==> src/lenet_settings.svh <==
`ifndef LENET_SETTINGS_SVH
`define LENET_SETTINGS_SVH

// Operand width shared by pixels and weights
`define LENET_PIX_W 8

// Full width of an 8x8 product
`define LENET_PROD_W 16

// Window sum where 127 beats of two products each fit without overflow
`define LENET_ACC_W 24

`endif

==> src/lenet_ctrl_pkg.sv <==
package lenet_ctrl_pkg;

    // Window tracking in the combiner
    typedef enum logic {
        ACC_IDLE = 1'b0,  // No window open
        ACC_RUN  = 1'b1   // First beat of a window seen
    } acc_state_t;

endpackage

==> src/lenet_data_pkg.sv <==
`include "lenet_settings.svh"

package lenet_data_pkg;

    // Activation operand from the feature map
    typedef logic [`LENET_PIX_W-1:0] pixel_t;

    // Kernel weight operand
    typedef logic [`LENET_PIX_W-1:0] weight_t;

    // Approximate product of one lane
    typedef logic [`LENET_PROD_W-1:0] product_t;

    // Running sum and completed window sum
    typedef logic [`LENET_ACC_W-1:0] acc_t;

endpackage

==> src/mac_lane_if.sv <==
interface mac_lane_if (
    input logic clk
);

    logic                      valid;    // Registered beat strobe
    logic                      last;     // Beat closes the window
    lenet_data_pkg::product_t  product;  // Registered approximate product

    modport lane (
        input  clk,
        output valid,
        output last,
        output product
    );

    modport comb (
        input  clk,
        input  valid,
        input  last,
        input  product
    );

endinterface

==> src/acc_combine.sv <==
module acc_combine (
    input  logic                  clk,
    input  logic                  arst_n,
    mac_lane_if.comb              lane_a,
    mac_lane_if.comb              lane_b,
    output logic                  out_valid,
    output lenet_data_pkg::acc_t  out_sum
);

    lenet_ctrl_pkg::acc_state_t  state;
    lenet_data_pkg::acc_t        run_sum;   // Sum of the open window so far
    lenet_data_pkg::acc_t        beat_sum;  // Both lanes of the current beat
    lenet_data_pkg::acc_t        next_sum;

    // Lanes are loaded together, so lane_a strobes stand for both
    assign beat_sum = lenet_data_pkg::acc_t'(lane_a.product)
                    + lenet_data_pkg::acc_t'(lane_b.product);

    // First beat of a window starts from its own total
    assign next_sum = (state == lenet_ctrl_pkg::ACC_RUN) ? run_sum + beat_sum
                                                          : beat_sum;

    always_ff @(posedge clk or negedge arst_n) begin
        if (!arst_n) begin
            state     <= lenet_ctrl_pkg::ACC_IDLE;
            run_sum   <= '0;
            out_valid <= 1'b0;
            out_sum   <= '0;
        end else begin
            out_valid <= 1'b0;  // Single-cycle pulse
            if (lane_a.valid) begin
                run_sum <= next_sum;
                if (lane_a.last) begin
                    state     <= lenet_ctrl_pkg::ACC_IDLE;
                    out_valid <= 1'b1;
                    out_sum   <= next_sum;  // Held until the next window closes
                end else begin
                    state <= lenet_ctrl_pkg::ACC_RUN;
                end
            end
        end
    end

endmodule

==> src/approx_mult8.sv <==
`include "lenet_settings.svh"

module approx_mult8 (
    input  lenet_data_pkg::pixel_t    x,
    input  lenet_data_pkg::weight_t   y,
    output lenet_data_pkg::product_t  z
);

    localparam int unsigned TERM_W = 13;  // Span of the compressed term words

    lenet_data_pkg::weight_t  row [`LENET_PIX_W];  // Partial-product rows
    logic [TERM_W-1:0]        w0;
    logic [TERM_W-1:0]        w1;
    logic [TERM_W-1:0]        w2;
    logic [TERM_W-1:0]        w3;
    logic [TERM_W-1:0]        w4;

    for (genvar i = 0; i < `LENET_PIX_W; i++) begin : g_row
        assign row[i] = y & {`LENET_PIX_W{x[i]}};
    end

    // Rows 0..5 reach the sum only through these terms and the rest is dropped
    always_comb begin
        w0     = '0;
        w0[1]  = row[0][1] | row[1][0];
        w0[3]  = row[0][2] | row[1][1];
        w0[5]  = row[0][5] ^ row[1][4];
        w0[6]  = row[0][5] & row[1][4];
        w0[7]  = row[4][2] & row[5][1];
        w0[8]  = row[4][3] | row[5][2];
        w0[9]  = row[2][6] | row[3][5];
        w0[10] = row[2][7] | row[3][6];
        w0[11] = row[4][7] ^ row[5][6];  // Sum bit of a half adder
        w0[12] = row[4][7] & row[5][6];  // Its carry
    end

    always_comb begin
        w1     = '0;
        w1[7]  = row[4][3] & row[5][2];
        w1[8]  = row[4][4] | row[5][3];
        w1[9]  = row[2][7] & row[3][6];
        w1[10] = row[3][7];
        w1[12] = row[5][7];
    end

    always_comb begin
        w2     = '0;
        w2[9]  = row[4][5] | row[5][4];
        w2[10] = row[4][5] & row[5][4];
    end

    always_comb begin
        w3     = '0;
        w3[10] = row[4][6] & row[5][5];
    end

    always_comb begin
        w4     = '0;
        w4[10] = row[4][6] ^ row[5][5];
    end

    // Two exact top rows plus the five term words wrap at product width
    assign z = lenet_data_pkg::product_t'({row[6], 6'b0})
             + lenet_data_pkg::product_t'({row[7], 7'b0})
             + lenet_data_pkg::product_t'(w0)
             + lenet_data_pkg::product_t'(w1)
             + lenet_data_pkg::product_t'(w2)
             + lenet_data_pkg::product_t'(w3)
             + lenet_data_pkg::product_t'(w4);

endmodule

==> src/lenet_mac_top.sv <==
module lenet_mac_top (
    input  logic                     clk,
    input  logic                     arst_n,
    input  logic                     in_valid,
    input  logic                     in_last,
    input  lenet_data_pkg::pixel_t   x0,
    input  lenet_data_pkg::weight_t  w0,
    input  lenet_data_pkg::pixel_t   x1,
    input  lenet_data_pkg::weight_t  w1,
    output logic                     out_valid,
    output lenet_data_pkg::acc_t     out_sum
);

    mac_lane_if lane_a (
        .clk (clk)
    );

    mac_lane_if lane_b (
        .clk (clk)
    );

    // First pixel/weight pair of the beat
    mac_lane lane0 (
        .clk      (clk),
        .arst_n   (arst_n),
        .in_valid (in_valid),
        .in_last  (in_last),
        .pixel    (x0),
        .weight   (w0),
        .lane     (lane_a)
    );

    // Second pair on the same strobes
    mac_lane lane1 (
        .clk      (clk),
        .arst_n   (arst_n),
        .in_valid (in_valid),
        .in_last  (in_last),
        .pixel    (x1),
        .weight   (w1),
        .lane     (lane_b)
    );

    acc_combine comb0 (
        .clk       (clk),
        .arst_n    (arst_n),
        .lane_a    (lane_a),
        .lane_b    (lane_b),
        .out_valid (out_valid),
        .out_sum   (out_sum)
    );

endmodule

==> src/mac_lane.sv <==
module mac_lane (
    input  logic                     clk,
    input  logic                     arst_n,
    input  logic                     in_valid,
    input  logic                     in_last,
    input  lenet_data_pkg::pixel_t   pixel,
    input  lenet_data_pkg::weight_t  weight,
    mac_lane_if.lane                 lane
);

    lenet_data_pkg::product_t prod;  // Combinational product of this beat

    approx_mult8 mult0 (
        .x (pixel),
        .y (weight),
        .z (prod)
    );

    // Beat strobes one stage behind the input
    always_ff @(posedge clk or negedge arst_n) begin
        if (!arst_n) begin
            lane.valid <= 1'b0;
            lane.last  <= 1'b0;
        end else begin
            lane.valid <= in_valid;
            lane.last  <= in_valid & in_last;  // Ignore last on idle cycles
        end
    end

    // Product only moves on a real beat
    always_ff @(posedge clk) begin
        if (in_valid) begin
            lane.product <= prod;
        end
    end

endmodule

==> config.mk <==
export PLATFORM = sky130hd
export DESIGN_NAME = lenet_mac_top
export DESIGN_NICKNAME = d
export VERILOG_FILES = /design/src/lenet_ctrl_pkg.sv /design/src/lenet_data_pkg.sv /design/src/mac_lane_if.sv /design/src/acc_combine.sv /design/src/approx_mult8.sv /design/src/lenet_mac_top.sv /design/src/mac_lane.sv
export VERILOG_INCLUDE_DIRS = /design/src /design/src/src
export SDC_FILE = /design/constraint.sdc
export NUM_CORES = 1
export LEC_CHECK = 0
export BUFFER_PORTS_ARGS = -buffer_cell sky130_fd_sc_hd__buf_2
export CAP_MARGIN = 25
export CORE_MARGIN = 5
export CORE_UTILIZATION = 60
export CTS_BUF_LIST = sky130_fd_sc_hd__clkbuf_8
export DETAILED_ROUTE_END_ITERATION = 16
export HOLD_SLACK_MARGIN = 0.03
export PLACE_DENSITY = 0.81
export SETUP_SLACK_MARGIN = 0.2
export SYNTH_ARGS = -nofsm -noshare
export SYNTH_HDL_FRONTEND = slang
export SYNTH_SLANG_ARGS = --single-unit
export TNS_END_PERCENT = 30
==> constraint.sdc <==
create_clock -name clk -period 7.4 [get_ports clk]
set_input_delay 0.74 -clock clk [delete_from_list [all_inputs] [get_ports clk]]
set_output_delay 0.74 -clock clk [all_outputs]
set_load 0.01 [all_outputs]
# Yosys cells after proc, flatten, opt, wreduce, memory -nomap -nowiden
# Index checks and enable logic that the tools add are counted.
# op_classes
bitwise_logic,51
mux,4
n_addsub,14
reduce_logical,1
# op_table
cell,count
$add A16 B11 Y16,6
$and A8 B8 Y8,12
$add A16 B13 Y16,4
$add A14 B15 Y16,2
$add A24 B24 Y24,1
$mux W24,1
$add A16 B16 Y17,1
$and A1 B1 Y1,15
$or A1 B1 Y1,14
$and A6 B6 Y6,2
$and A5 B5 Y5,2
$xor A1 B1 Y1,6
$mux W1,3
$reduce_and A2 Y1,1
# totals
wordCells,78
ff_bits,84
out_inout_bits,25

# Depth between registers and ports, before layout
# logic_depth
word_depth,7
ltp_mapped,17

# Modules after synthesis
# Synthesis repeated with hierarchy kept, for this count alone.
# hier_totals
cells_unflattened,723
area_unflattened_um2,7128.1
# by_module_without_submodules
module,seq_area_each_um2,instances,area_each_um2,cells_each
acc_combine,1251.2,1,3972.6,463
approx_mult8,0.0,2,1041.0,111
mac_lane,530.5,2,536.8,19

# Worst setup path before layout
# No wires, ideal clock.
# synth_path
path_type,input-to-reg
from,input x1[5]
to,"register lane1.lane.product[14], data pin"
arrival_time_ps,4354
setup_time_ps,258
stages,16
slack_ps,2788
path_cell_list,clkbuf_1 > and2_1 > ha_1 > inv_1 > fa_1 > fa_1 > inv_1 > fa_1 > inv_1 > fa_1 > inv_1 > ha_1 > fa_1 > a21o_1 > a21oi_1 > xnor2_1
# synth_between
elab_chain_cells,7
elab_cells_between_ends,16
# synth_rtl
element,line_no,text
from (decl),lenet_mac_top.sv:8,"input lenet_data_pkg::pixel_t x1,"
$and A8 B8 Y8 *,approx_mult8.sv:19,assign row[i] = y & {`LENET_PIX_W{x[i]}};
$and A1 B1 Y1 (tied with other cells),approx_mult8.sv:29,w0[7] = row[4][2] & row[5][1];
$add A16 B13 Y16,approx_mult8.sv:65,+ lenet_data_pkg::product_t'(w0)
$add A16 B13 Y16,approx_mult8.sv:66,+ lenet_data_pkg::product_t'(w1)
$add A16 B11 Y16,approx_mult8.sv:67,+ lenet_data_pkg::product_t'(w2)
$add A16 B11 Y16,approx_mult8.sv:68,+ lenet_data_pkg::product_t'(w3)
$add A16 B11 Y16 *,approx_mult8.sv:69,+ lenet_data_pkg::product_t'(w4);
net lane1.mult0.z[14],approx_mult8.sv:6,output lenet_data_pkg::product_t z
to (signal assigned),mac_lane.sv:33,lane.product <= prod;
to (decl),mac_lane_if.sv:13,output product
# Mark *: on every way through the listed nets, which the timed path passes. The rest lies on a longest branch.
# A chain may end at the register's enable or synchronous reset.

# Worst setup path in the final report
# layout_path
from,input x1[4]
to,"register lane1.lane.product[14], data pin"
# The elaborated chain is that of the path after synthesis.

==> impl_metrics.tcl <==
set metrics [dict create \
    status "completed" \
    antenna_found_initial 0 \
    synth.top_cells.by_area "dfrtp_1 20%, ha_1 15%, edfxtp_1 12%" \
    drtIter0Drc 408 \
    clock.fmax_ghz 0.2292 \
    num_antenna_cells 0 \
    die_y_um 113.5 \
    synthesis.nets 797 \
    crit_end "lane1.lane.product[14]" \
    wirelength_mm 13.02 \
    cp_slowest_stage_delay_ps 530 \
    hold_viol 0 \
    fin_setup_tns_ps 0 \
    wl_per_cell_um 15.35 \
    power.total_w 0.003272 \
    critical_path_class "in -> reg" \
    slowest_stage "fa_1" \
    clkLatencyLatePin_ps 360 \
    worstPathRequired_ps 7510 \
    dpl.hpwl_mm 10.03 \
    cts_tree "done" \
    clk_pin_slew_ps 80 \
    p_int_w 0.001710 \
    cts_root_buf "clkbuf_8" \
    startpoint "x1[4]" \
    report.final.slew_viol_count 0 \
    io_pins 61 \
    skew_ps 10.70 \
    worstPathArrival_ps 4480 \
    via_per_inst 5.868 \
    synth_area_sq_mm 0.006426 \
    crit_path_max_fanout 8 \
    routabilityCongestion 1.004 \
    num_rows 37 \
    postSynth.asyncResetShare 0.6667 \
    grt_use_met1 0.2766 \
    finalSetupViolCount 0 \
    dieArea_sq_mm 0.01288 \
    whs_path_depth 2 \
    fin_crit_ps 4363 \
    r2r_end "comb0.run_sum[18]" \
    clockBufferDepth 2 \
    ir_drop_mv 0.3856 \
    clock_sinks 78 \
    ys.flop_type "dfrtp_1" \
    fp.coreArea_sq_mm 0.01037 \
    ys_ff_latch 78 \
    rsz0062_at_grt "false" \
    postCtsSetupBuffers 0 \
    synth_cell_types 66 \
    hp-class "reg -> reg" \
    cap_violations 0 \
    grt_start_max_net_pins 53 \
    htreeDepth 3 \
    power.density_mw_per_mm2 463.1 \
    drc_errors 0 \
    initial_utilization 0.6197 \
    grt_use_total 0.2168 \
    grt-busiest-layer "met2" \
    r2r_start "lane1.lane.product[5]" \
    syn_avg_cell_area_sq_um 9.886 \
    use_met3 0.03448 \
    power.share.clock 0.096 \
    syn_inst 650 \
    crit_path_cell_trace "buf_2 -> and2_1 -> ha_1 -> inv_1 -> fa_1 -> fa_1 -> inv_1 -> fa_1 -> inv_1 -> fa_1 -> inv_1 -> ha_1 -> fa_1 -> a21o_1 -> a21oi_1 -> xnor2_1" \
    p_seq_frac 0.214 \
    combPwrFrac 0.690 \
    grt_pass1_vias 5048 \
    cts_hold_buf 0 \
    grt_overflow 0 \
    ctsResizeCount 0 \
    slew_headroom 0.4801 \
    area_delta_synth_final_pct 9.949 \
    hold_slack_ps 466.1 \
    swShare 0.4772 \
    synth.largest_area_cell "dfrtp_1" \
    firstDrtPassIters 5 \
    p_leak_nw 3.440 \
    critPathLaunchType "primary input" \
    met2_usage 0.3698 \
    crit_path_end_kind "register" \
    r2r_cells 15 \
    numCtsBuffers 9 \
    drive_gt1_frac 0.1461 \
    p_switching_w 0.001562 \
    finalNetCount 854 \
    r2r_slack_ps 3180 \
    final_antenna_net_count 0 \
    synth-seq-area-share 0.3240 \
    min_period_over_period 0.5896 \
    synth_edf_count 26 \
    die_w_um 113.5 \
    io_buffers 60 \
    path_common_cell "fa_1" \
    synth_top_area_frac 0.2025 \
    tightest_slew_ps 771.7 \
    vias 4976 \
    yosys_warnings 0 \
    grt_pass1_wl_mm 23.03 \
]
final cells by class:
cell class | instances | area [sq um]
Inverter | 63 | 236.5
Fill cell | 826 | 3304
Timing Repair Buffer | 64 | 350.3
Clock inverter | 6 | 55.05
Sequential cell | 78 | 2082
Clock buffer | 10 | 137.6
Tap cell | 136 | 170.2
Multi-Input combinational cell | 491 | 4034
how the worst min path moves through the flow:
stage	startpoint	to	slack [ps]
6_report	comb0.out_sum[9]	comb0.out_sum[9]	470
5_1_grt	comb0.out_sum[0]	comb0.out_sum[0]	500
4_1_cts	comb0.out_sum[9]	comb0.out_sum[9]	470
3_5_place_dp	comb0.out_sum[9]	comb0.out_sum[9]	450
3_3_place_gp	comb0.out_sum[9]	comb0.out_sum[9]	450
2_1_floorplan	arst_n	comb0.out_sum[0]	440
worst max-delay path: cells and delay by family:
kind	cells	cell delay, ps
buffers and inverters	5	350
xor gates and xnor gates	1	80
and+or+nand+nor	1	170
AOI/OAI and AO/OA	2	340
adders and majority gates	7	2780
cell usage after synthesis, drive strengths merged (13+ instances only):
master and count:
o21ai 39, a21oi 45, inv 62, nand2 65
xor2 13, ha 75, nor2 32, fa 36
xnor2 20, edfxtp 26, dfrtp 52, and2 34
power by group through the flow:
stage	Clock, W	Combinational [W]	Sequential, W
2_1_floorplan	0	0.00172	0.000704
3_3_place_gp	0	0.00210	0.000702
3_5_place_dp	0	0.00220	0.000708
4_1_cts	0.000319	0.00222	0.000701
5_1_grt	0.000343	0.00251	0.000717
6_report	0.000314	0.00226	0.000701
logic make-up (layout without fill, tap and decap cells):
| kind of cell | count (synthesis) | after routing | share of synthesized area |
|---|---|---|---|
| adders and majority gates | 111 | 111 | 0.2582 |
| muxes | 13 | 13 | 0.02317 |
| AOI/OAI and AO/OA | 154 | 154 | 0.1647 |
| buffers and inverters | 81 | 143 | 0.04829 |
| DFF | 78 | 78 | 0.3240 |
| xor gates and xnor gates | 33 | 33 | 0.04498 |
| and+or+nand+nor | 180 | 180 | 0.1367 |
metal layers:
| metal | vias to the layer above | wire length, um |
|---|---|---|
| met5 | - | 0 |
| met4 | 0 | 331 |
| met3 | 35 | 744 |
| met2 | 164 | 6484 |
| met1 | 2397 | 5455 |
| li1 | 2380 | - |
metrics by stage:
step                setup WS (ps)  cell area, sq um  cells  utilization
floorplan                    2788              6426    650            -
global route                 2866              7066    848       0.6813
finish                       3037              7066    848       0.6813
global placement             2752              6845    831       0.6601
CTS                          3038              7038    847       0.6787
detailed placement           2656              6845    831       0.6601
registers in the layout, summed over array words and instances (netlist names):
name / cells
comb0.out_sum: 24
comb0.out_valid: 1
comb0.run_sum: 24
comb0.state: 1
lane0.lane.last: 1
lane0.lane.product: 13
lane0.lane.valid: 1
lane1.lane.product: 13
layout by cell type, fill, tap and decap left out, types with 6 or more instances in the layout:
| cell type | count |
|---|---|
| ha_1 | 75 |
| nand2_1 | 65 |
| inv_1 | 63 |
| buf_2 | 60 |
| dfrtp_1 | 52 |
| a21oi_1 | 44 |
| fa_1 | 36 |
| and2_1 | 34 |
| nor2_1 | 31 |
| o21ai_0 | 27 |
| edfxtp_1 | 26 |
| xnor2_1 | 20 |
| xor2_1 | 13 |
| a21o_1 | 12 |
| o21ai_1 | 11 |
| a22o_1 | 10 |
| nand3_1 | 10 |
| clkbuf_8 | 10 |
| nor3_1 | 9 |
| mux2_2 | 7 |
| nand4_1 | 6 |
Power figures use the tool's default switching activity.
